$ cat config.mk
export PLATFORM = sky130hd
export DESIGN_NAME = fpga
export DESIGN_NICKNAME = d
export VERILOG_FILES = /design/src/logic/fpga_pkg.sv /design/src/logic/cycle_timer.sv /design/src/logic/reset_supervisor.sv /design/src/logic/port_led_ctrl.sv /design/src/logic/fpga.sv
export SDC_FILE = /design/constraint.sdc
export NUM_CORES = 1
export LEC_CHECK = 0
export BUFFER_PORTS_ARGS = -buffer_cell sky130_fd_sc_hd__buf_2
export CAP_MARGIN = 20
export CORE_MARGIN = 1.5
export CORE_UTILIZATION = 30
export DETAILED_ROUTE_END_ITERATION = 16
export SYNTH_ARGS = -nofsm -noshare
export SYNTH_HDL_FRONTEND = slang
export SYNTH_SLANG_ARGS = --single-unit
$ cat constraint.sdc
create_clock -name clk_125mhz -period 2.3 [get_ports clk_125mhz]
set_input_delay 0.46 -clock clk_125mhz [delete_from_list [all_inputs] [get_ports clk_125mhz]]
set_output_delay 0.46 -clock clk_125mhz [all_outputs]
set_load 0.01 [all_outputs]
$ cat src/logic/fpga_pkg.sv
// Board constants, port count, timer sizing, port status and port LED structs
package fpga_pkg;

// QSFP cages on the card
localparam int PORT_CNT = 2;

// Flip-flops in each input synchronizer
localparam int SYNC_STAGES = 3;

// Shared by the settle timer and the activity timers
localparam int TIMER_WIDTH = 5;

// Cycles the synchronized lock must hold before the core leaves reset
localparam logic [TIMER_WIDTH-1:0] LOCK_SETTLE_CYCLES = TIMER_WIDTH'(16);

// Cycles the activity LED stays lit after the last frame
localparam logic [TIMER_WIDTH-1:0] ACT_HOLD_CYCLES = TIMER_WIDTH'(8);

// Per-port link state, standing in for a MAC
typedef struct packed {
    // Level, link is up
    logic link_up;
    // Level, port fault
    logic fault;
    // One-cycle pulse per received frame
    logic rx_act;
    // One-cycle pulse per sent frame
    logic tx_act;
} port_status_t;

// Per-port front panel LEDs
typedef struct packed {
    // Activity, green blink
    logic act;
    // Link good
    logic stat_g;
    // Port fault
    logic stat_y;
} port_led_t;

endpackage

$ cat src/logic/cycle_timer.sv
// Loadable down-counting timer with a busy flag while the count is nonzero
`resetall
`timescale 1ns/10ps

/*
 * Down counter
 *
 * A load takes priority over counting. The count stops at zero,
 * so one load gives exactly load_value busy cycles.
 */
module cycle_timer #(
    parameter int WIDTH = fpga_pkg::TIMER_WIDTH
) (
    input  logic             clk_125mhz,
    input  logic             arst_n,

    // Control from the owning block
    input  logic             load,
    input  logic [WIDTH-1:0] load_value,

    // High while cycles remain
    output logic             busy
);

logic [WIDTH-1:0] count;

always_ff @(posedge clk_125mhz or negedge arst_n) begin
    if (!arst_n) begin
        count <= '0;
    end else if (load) begin
        count <= load_value;
    end else if (count != '0) begin
        // Saturates at zero
        count <= count - 1'b1;
    end
end

// Straight from the counter register, no extra delay
assign busy = (count != '0);

endmodule

`resetall

$ cat src/logic/reset_supervisor.sv
// Reset release and lock synchronizers, lock tracking FSM and core reset register
`resetall
`timescale 1ns/10ps

/*
 * Reset supervisor
 *
 * Holds the core in reset until the clock generator has reported lock
 * for LOCK_SETTLE_CYCLES cycles, and puts it back into reset as soon
 * as the synchronized lock drops.
 */
module reset_supervisor (
    input  logic clk_125mhz,
    input  logic arst_n,

    // Clock generator lock, asynchronous level
    input  logic mmcm_locked,

    // Synchronous active-high reset for the core
    output logic core_rst
);

typedef enum logic [1:0] {
    WAIT_LOCK = 2'd0,
    SETTLE    = 2'd1,
    RUN       = 2'd2
} state_t;

state_t state;
state_t state_next;

logic [fpga_pkg::SYNC_STAGES-1:0] rst_sync;
logic [fpga_pkg::SYNC_STAGES-1:0] lock_sync;
logic                             rst_sync_n;
logic                             lock_s;
logic                             settle_load;
logic                             settle_busy;

// Board reset asserts at once, release waits SYNC_STAGES edges
always_ff @(posedge clk_125mhz or negedge arst_n) begin
    if (!arst_n) begin
        rst_sync <= '0;
    end else begin
        rst_sync <= {rst_sync[fpga_pkg::SYNC_STAGES-2:0], 1'b1};
    end
end

assign rst_sync_n = rst_sync[fpga_pkg::SYNC_STAGES-1];

// Lock level into the clock domain
always_ff @(posedge clk_125mhz or negedge arst_n) begin
    if (!arst_n) begin
        lock_sync <= '0;
    end else begin
        lock_sync <= {lock_sync[fpga_pkg::SYNC_STAGES-2:0], mmcm_locked};
    end
end

assign lock_s = lock_sync[fpga_pkg::SYNC_STAGES-1];

always_comb begin
    state_next = state;
    case (state)
        WAIT_LOCK: begin
            // No start until the reset release has propagated
            if (lock_s && rst_sync_n) begin
                state_next = SETTLE;
            end
        end
        SETTLE: begin
            // Lock glitch restarts the whole wait
            if (!lock_s) begin
                state_next = WAIT_LOCK;
            end else if (!settle_busy) begin
                state_next = RUN;
            end
        end
        RUN: begin
            if (!lock_s) begin
                state_next = WAIT_LOCK;
            end
        end
        default: begin
            state_next = WAIT_LOCK;
        end
    endcase
end

// Timer is armed on the way into SETTLE
assign settle_load = (state == WAIT_LOCK) && (state_next == SETTLE);

cycle_timer #(
    .WIDTH(fpga_pkg::TIMER_WIDTH)
) settle_timer_inst (
    .clk_125mhz(clk_125mhz),
    .arst_n(arst_n),
    .load(settle_load),
    .load_value(fpga_pkg::LOCK_SETTLE_CYCLES),
    .busy(settle_busy)
);

// Release lags the RUN entry by a cycle, reassertion leaves RUN together
always_ff @(posedge clk_125mhz or negedge arst_n) begin
    if (!arst_n) begin
        state    <= WAIT_LOCK;
        core_rst <= 1'b1;
    end else begin
        state    <= state_next;
        core_rst <= !((state == RUN) && (state_next == RUN));
    end
end

endmodule

`resetall

$ cat src/logic/port_led_ctrl.sv
// Per-port activity pulse stretcher and registered link and fault status LEDs
`resetall
`timescale 1ns/10ps

/*
 * Port LED controller
 *
 * act:    lit from the cycle after a frame pulse until ACT_HOLD_CYCLES
 *         cycles after the last one
 * stat_g: link up with no fault
 * stat_y: fault
 *
 * Everything is dark while the core is in reset.
 */
module port_led_ctrl (
    input  logic                   clk_125mhz,
    input  logic                   arst_n,

    // Synchronous core reset from the supervisor
    input  logic                   core_rst,

    // Link state and frame pulses of this port
    input  fpga_pkg::port_status_t status,

    // LED drive for this port
    output fpga_pkg::port_led_t    led
);

logic                             frame_pulse;
logic                             act_load;
logic [fpga_pkg::TIMER_WIDTH-1:0] act_load_value;
logic                             act_busy;
logic                             stat_g_q;
logic                             stat_y_q;

// Either direction counts as activity
assign frame_pulse = status.rx_act | status.tx_act;

// Core reset loads zero, which empties the hold timer
assign act_load       = core_rst | frame_pulse;
assign act_load_value = core_rst ? '0 : fpga_pkg::ACT_HOLD_CYCLES;

// Each pulse restarts the hold window
cycle_timer #(
    .WIDTH(fpga_pkg::TIMER_WIDTH)
) act_timer_inst (
    .clk_125mhz(clk_125mhz),
    .arst_n(arst_n),
    .load(act_load),
    .load_value(act_load_value),
    .busy(act_busy)
);

always_ff @(posedge clk_125mhz or negedge arst_n) begin
    if (!arst_n) begin
        stat_g_q <= 1'b0;
        stat_y_q <= 1'b0;
    end else if (core_rst) begin
        stat_g_q <= 1'b0;
        stat_y_q <= 1'b0;
    end else begin
        // A faulted port never shows green
        stat_g_q <= status.link_up & ~status.fault;
        stat_y_q <= status.fault;
    end
end

always_comb begin
    led.act    = act_busy;
    led.stat_g = stat_g_q;
    led.stat_y = stat_y_q;
end

endmodule

`resetall

$ cat src/logic/fpga.sv
// Board top level with the reset supervisor and one LED controller per QSFP port
`resetall
`timescale 1ns/10ps

/*
 * FPGA top level
 *
 * Clock generator and transceivers sit outside this block. The 125 MHz
 * clock and the lock level arrive as plain inputs, and each port reports
 * its link state through a status struct.
 */
module fpga (
    // 125 MHz system clock
    input  logic                                            clk_125mhz,

    // Push button, active low
    input  logic                                            arst_n,

    // Clock generator lock
    input  logic                                            mmcm_locked,

    // Link state per port
    input  fpga_pkg::port_status_t [fpga_pkg::PORT_CNT-1:0] port_status,

    // Front panel LEDs
    output logic [fpga_pkg::PORT_CNT-1:0]                   qsfp_led_act,
    output logic [fpga_pkg::PORT_CNT-1:0]                   qsfp_led_stat_g,
    output logic [fpga_pkg::PORT_CNT-1:0]                   qsfp_led_stat_y,

    // Reset for the rest of the design
    output logic                                            core_rst
);

fpga_pkg::port_led_t port_led [fpga_pkg::PORT_CNT];

reset_supervisor reset_supervisor_inst (
    .clk_125mhz(clk_125mhz),
    .arst_n(arst_n),
    .mmcm_locked(mmcm_locked),
    .core_rst(core_rst)
);

// One controller per cage
generate
    for (genvar i = 0; i < fpga_pkg::PORT_CNT; i++) begin : g_port
        port_led_ctrl port_led_ctrl_inst (
            .clk_125mhz(clk_125mhz),
            .arst_n(arst_n),
            .core_rst(core_rst),
            .status(port_status[i]),
            .led(port_led[i])
        );

        // Split the struct onto the LED pins
        assign qsfp_led_act[i]    = port_led[i].act;
        assign qsfp_led_stat_g[i] = port_led[i].stat_g;
        assign qsfp_led_stat_y[i] = port_led[i].stat_y;
    end
endgenerate

endmodule

`resetall

* Yosys cells after proc, flatten, opt, wreduce, memory -nomap -nowiden
Index checks and enable logic that the tools add are counted.
** Cells by class
- Reduce and logical (&&, ||, !) cells :: 11
- Mux-type cells :: 16
- Bitwise gates (word level) :: 8
- Equality and inequality tests :: 4
- Add/sub/neg operators :: 3
** Operator list (number)
- 5-bit two-way mux :: 6
- 5-bit nonzero test :: 3
- 5-bit by 1-bit subtractor with 5-bit output (second input constant) :: 3
- 2-bit two-way mux :: 4
- 2-bit one-hot mux with 3 select lines :: 1
- 2-bit nonzero test :: 3
- 2-bit by 1-bit == test with 1-bit output (second input constant) :: 2
- 2-bit == test (second input constant) :: 2
- 1-bit two-way mux :: 4
- 4-bit two-way mux :: 1
- 1-bit bitwise OR :: 4
- 1-bit logical AND :: 3
- 1-bit AND :: 2
- 2-bit logical NOT :: 1
- 1-bit NOT :: 2
- 1-bit logical NOT :: 1
** Word-level totals
- Output and inout port bits :: 7
- Word-level logic and storage cells :: 53
- Input port bits :: 11
- Register bits after elaboration :: 28

* Longest topological paths before layout
- Depth in word-level cells :: 7
- Mapped depth :: 6
- Mapped depth without buffers :: 5

* Modules after synthesis
From an unflattened synthesis, not the netlist that was laid out.
** Second synthesis, totals
- Cell total of the unflattened synthesis :: 120
- Area total of the unflattened synthesis :: 1331.3 µm²
** By module, submodules not included
- cycle_timer :: sequential area each 125.1 µm², cells an instance 27, area each 280.3 µm², times used 3
- reset_supervisor :: sequential area each 226.5 µm², cells an instance 19, area each 285.3 µm², times used 1
- port_led_ctrl :: sequential area each 50.0 µm², cells an instance 10, area each 102.6 µm², times used 2

* Least setup slack after synthesis
No wires, ideal clock.
- Path type :: reg2out
- Start :: reg g_port[1].port_led_ctrl_inst.act_timer_inst.count[0]
- End :: out qsfp_led_act[1] (netlist bit)
- Path buffers :: 2
- Required time :: 1.840 ns
- Stages on the path, launching flop included :: 6
- Data arrival time :: 1.299 ns
- Setup slack :: 0.541 ns
- Path through :: dfrtp_1 -> inv_1 -> ha_1 -> or4b_4 -> buf_6 -> buf_4
** Between the ends
- Longest elaborated chain between the ends :: 1
** RTL lines
- start, declared :: line cycle_timer.sv:25 : logic [WIDTH-1:0] count;
- start signal, assigned :: line cycle_timer.sv:31 : count <= load_value;
- start signal, assigned :: line cycle_timer.sv:34 : count <= count - 1'b1;
- 5-bit nonzero test :: line cycle_timer.sv:39 : assign busy = (count != '0);
- end, declared :: line fpga.sv:26 : output logic [fpga_pkg::PORT_CNT-1:0] qsfp_led_act,
No other way between the ends.

* Worst setup path in the final report
- Start :: reg g_port[0].port_led_ctrl_inst.act_timer_inst.count[0]
- End :: out qsfp_led_act[0] (netlist bit)
** Between the ends
- Longest elaborated chain between the ends :: 1
** RTL lines (line)
- start, declared :: cycle_timer.sv:25
- start signal, assigned :: cycle_timer.sv:31
- start signal, assigned :: cycle_timer.sv:34
- 5-bit nonzero test :: cycle_timer.sv:39
No other way between the ends.

==> results.rst <==
.. list-table::
   :header-rows: 1

   * - Metric
     - Value
   * - TritonCTS clock tree
     - done
   * - CP Data Arrival Time
     - 1.59 ns
   * - WHS
     - 0.1811 ns
   * - Vias per inst
     - 4.593
   * - Nature of the critical path startpoint
     - register
   * - Critical path type
     - register to output pin
   * - Clock period minus final worst setup slack
     - 2.051 ns
   * - Flop and latch count out of synthesis
     - 28
   * - Final setup slack of the worst path
     - 0.2485 ns
   * - Vias after detailed routing
     - 813
   * - Max-slew violation total from the final report
     - 0
   * - Relative area change from synthesis to final layout
     - 11.55%
   * - Required time worst endpoint
     - 1.84 ns
   * - Synthesized instance count
     - 114
   * - Clock buffer depth
     - 2
   * - Detailed Place HPWL
     - 1511 um
   * - Post-synth design cell area
     - 1311 um^2
   * - Vias in the first global route
     - 903
   * - Floorplan die area
     - 4776 um^2
   * - Number of nets still failing antenna checks after routing
     - 0
   * - Crit Path Max Fanout
     - 7
   * - Outcome
     - complete, no violations
   * - Crit Reg-Reg Endpoint
     - reset_supervisor_inst.state[0]
   * - Horizontal extent of the die
     - 69.11 um
   * - Fraction of layout cells with a size suffix above 1
     - 21.26%
   * - Reg-to-reg slack, setup
     - 0.68 ns
   * - Crit share post-route
     - 89.19%
   * - Class of the tightest hold or removal check
     - input port to async pin
   * - Top cell type's share of synthesized area
     - 51.53%
   * - Main area contributors after synthesis
     - dfrtp_1 (52%), ha_1 (5.7%), xnor2_1 (4.7%)
   * - Hold bufs inserted after CTS
     - 0
   * - Mean post-synth cell area
     - 11.50 um^2
   * - Sequential cell area in the final layout
     - 701.9 um^2
   * - Clock Latency Late Sink
     - 0.28 ns
   * - Setup slack after placement
     - 0.5429 ns
   * - Sequence of cells on the critical path
     - inv_1, ha_1, or4b_4, buf_2
   * - Tightest Pin Transition
     - 0.8649 ns
   * - Synthesized Nets
     - 131
   * - Worst setup skew after layout
     - 0.01312 ns
   * - Combined global-route utilization of all metal layers
     - 9.593%
   * - Number of buffers added on ports
     - 17
   * - Main combinational cell family by area after synthesis
     - simple AND/OR/NAND/NOR gates
   * - Top-Level Pins
     - 18
   * - Max-cap violations
     - 0
   * - Chip height
     - 69.11 um
   * - CTS-repair resized insts
     - 0
   * - Hold Vio Cnt, Final
     - 0
   * - Effective utilization at floorplan
     - 32.09%
   * - Final weighted congestion in routability-driven placement
     - 0.7349
   * - CTS clk-pin slew, worst paths
     - 0.10 ns
   * - Proportion of synthesized area in mux cells
     - 0%
   * - Diodes inserted
     - 0
   * - Critical-path cell with the highest stage delay
     - or4b_4
   * - Worst stage delay on the critical path
     - 0.51 ns
   * - Area used by multi-input combinational logic
     - 515.5 um^2
   * - Startpoint of the worst-slack reg-to-reg timing path
     - reset_supervisor_inst.settle_timer_inst.count[0]
   * - Post-detailed-placement cell area
     - 1391 um^2
   * - Cell area after layout
     - 1463 um^2
   * - Number of cells traversed by the worst register-to-register path
     - 4
   * - Pin count of the biggest net entering global routing
     - 29
   * - VDD IR max
     - 0.0004559 V
   * - Commonest non-fill, non-tap cells in the layout
     - dfrtp_1 (27), buf_2 (17), nor2_1 (12)
   * - First-pass GRT wire length
     - 3774 um
   * - Sink count of the clock tree
     - 28
   * - Post-synthesis cell type with the largest combined area
     - dfrtp_1
   * - Sequential area share after synthesis
     - 53.53%
   * - Type of element capturing the critical path
     - output pin
   * - TritonCTS buffer count
     - 3
   * - Cell row count
     - 23
   * - Placeable core area
     - 4086 um^2
   * - Number of nets in the layout
     - 145
   * - Simple-gate area share of the yosys netlist
     - 22.14%
   * - Leakage dissipation
     - 0.6386 nW
   * - Unrepaired setup endpoints after global routing
     - no
   * - Max H-tree Level
     - 1
   * - Total grt overflow
     - 0
   * - Fraction of synthesized cell area in xor and xnor cells
     - 4.676%
   * - Setup repair bufs after CTS
     - 0
   * - Sum Neg Setup Slack
     - 0 ns
   * - Power per Cell Area
     - 818.6 nW/um^2
   * - Total length of routed wires
     - 2031 um
   * - Antenna violations before repair
     - 0
   * - Compound-cell area share of the yosys netlist
     - 6.489%
   * - Adder-cell share of the synthesized area
     - 5.725%
   * - Number of different library cells in the post-synthesis netlist
     - 26
   * - Most common cell after layout, fill and taps aside
     - dfrtp_1
   * - Clock tree root driver cell
     - clkbuf_8
   * - DRC violations left
     - 0
   * - Tightest slew margin relative to the limit
     - 41.53%
   * - Max Clk Rate
     - 487.5 MHz
   * - Count of yosys warnings during synthesis
     - 0
   * - # setup viols final
     - 0
   * - Util after Layout
     - 35.79%
   * - Number of design-rule violations left by the first detailed-router iteration
     - 16
   * - Number of filler instances in the final layout
     - 425
   * - Wire length per cell
     - 11.47 um
   * - Number of iterations in the first detailed-routing pass
     - 4
[layout make-up]
class	count	share of cell area, %
Sequential cell	28	47.99
Multi-Input combinational cell	71	35.24
Timing Repair Buffer	17	5.817
Tap cell	50	4.277
Clock buffer	3	2.823
Clock inverter	1	2.053
Inverter	7	1.796
[registers in the layout, indices dropped and copies added (netlist names)]
register / count
g_port.port_led_ctrl_inst.act_timer_inst.count: 10
reset_supervisor_inst.settle_timer_inst.count: 5
reset_supervisor_inst.lock_sync: 3
reset_supervisor_inst.rst_sync: 3
g_port.port_led_ctrl_inst.stat_g_q: 2
g_port.port_led_ctrl_inst.stat_y_q: 2
reset_supervisor_inst.state: 2
reset_supervisor_inst.core_rst: 1
[report_power, final]
group	switching, W	internal, W	total, W
Combinational	0.000107	0.000113	0.000219
Sequential	0.0000508	0.000547	0.000598
Clock	0.000147	0.000233	0.000380
[worst max-delay path, delay by kind of cell, from the launching register on]
| family | cells | cell delay, ns |
|---|---|---|
| and+or+nand+nor | 1 | 0.51 |
| DFF | 1 | 0.41 |
| buffers and inverters | 2 | 0.26 |
| adders and majority gates | 1 | 0.14 |
[cells by family (layout without fill, tap and decap cells)]
kind of cell	Yosys count	count (layout)
compound gates	11	11
xor+xnor	7	7
fa+ha+maj	6	6
buf+inv	15	28
flops	28	28
other cells	1	1
simple gates	46	46
[cell usage after synthesis]
master / count
dfrtp_1: 27
nor2_1: 12
inv_1: 7
nor3b_1: 7
xnor2_1: 7
buf_4: 6
ha_1: 6
nor3_1: 6
nor2b_1: 5
a21oi_1: 4
a211oi_1: 3
nand3b_1: 3
a211oi_2: 2
buf_6: 2
nand2b_1: 2
nor4b_1: 2
or2b_1: 2
or3_1: 2
or4b_4: 2
a2111oi_0: 1
a211o_1: 1
conb_1: 1
dfstp_2: 1
nand2_1: 1
nor3_2: 1
or4b_1: 1
[worst max path at each step]
stage | to | slack (ns) | depth (start not counted)
finish | qsfp_led_act[0] | 0.25 | 4
floorplan | qsfp_led_act[1] | 0.54 | 5
global placement | qsfp_led_act[1] | 0.58 | 4
detailed placement | qsfp_led_act[0] | 0.54 | 4
CTS | qsfp_led_act[0] | 0.23 | 4
global route | qsfp_led_act[1] | 0.17 | 4
[metrics by stage]
stage                     std cells  power (W)
after global routing            177   0.001281
final                           177   0.001197
after global placement          173  0.0008154
after CTS                       177   0.001215
after floorplan                 114  0.0007709
after detailed placement        173  0.0008276
[routing by layer]
layer	GRT usage, %	wire length [um]	vias to the layer above
li1	-	-	404
met1	11.74	944	392
met2	15.60	980	13
met3	3.070	87	4
met4	3.922	19	0
met5	0	0	-
Power figures use the tool's default switching activity.
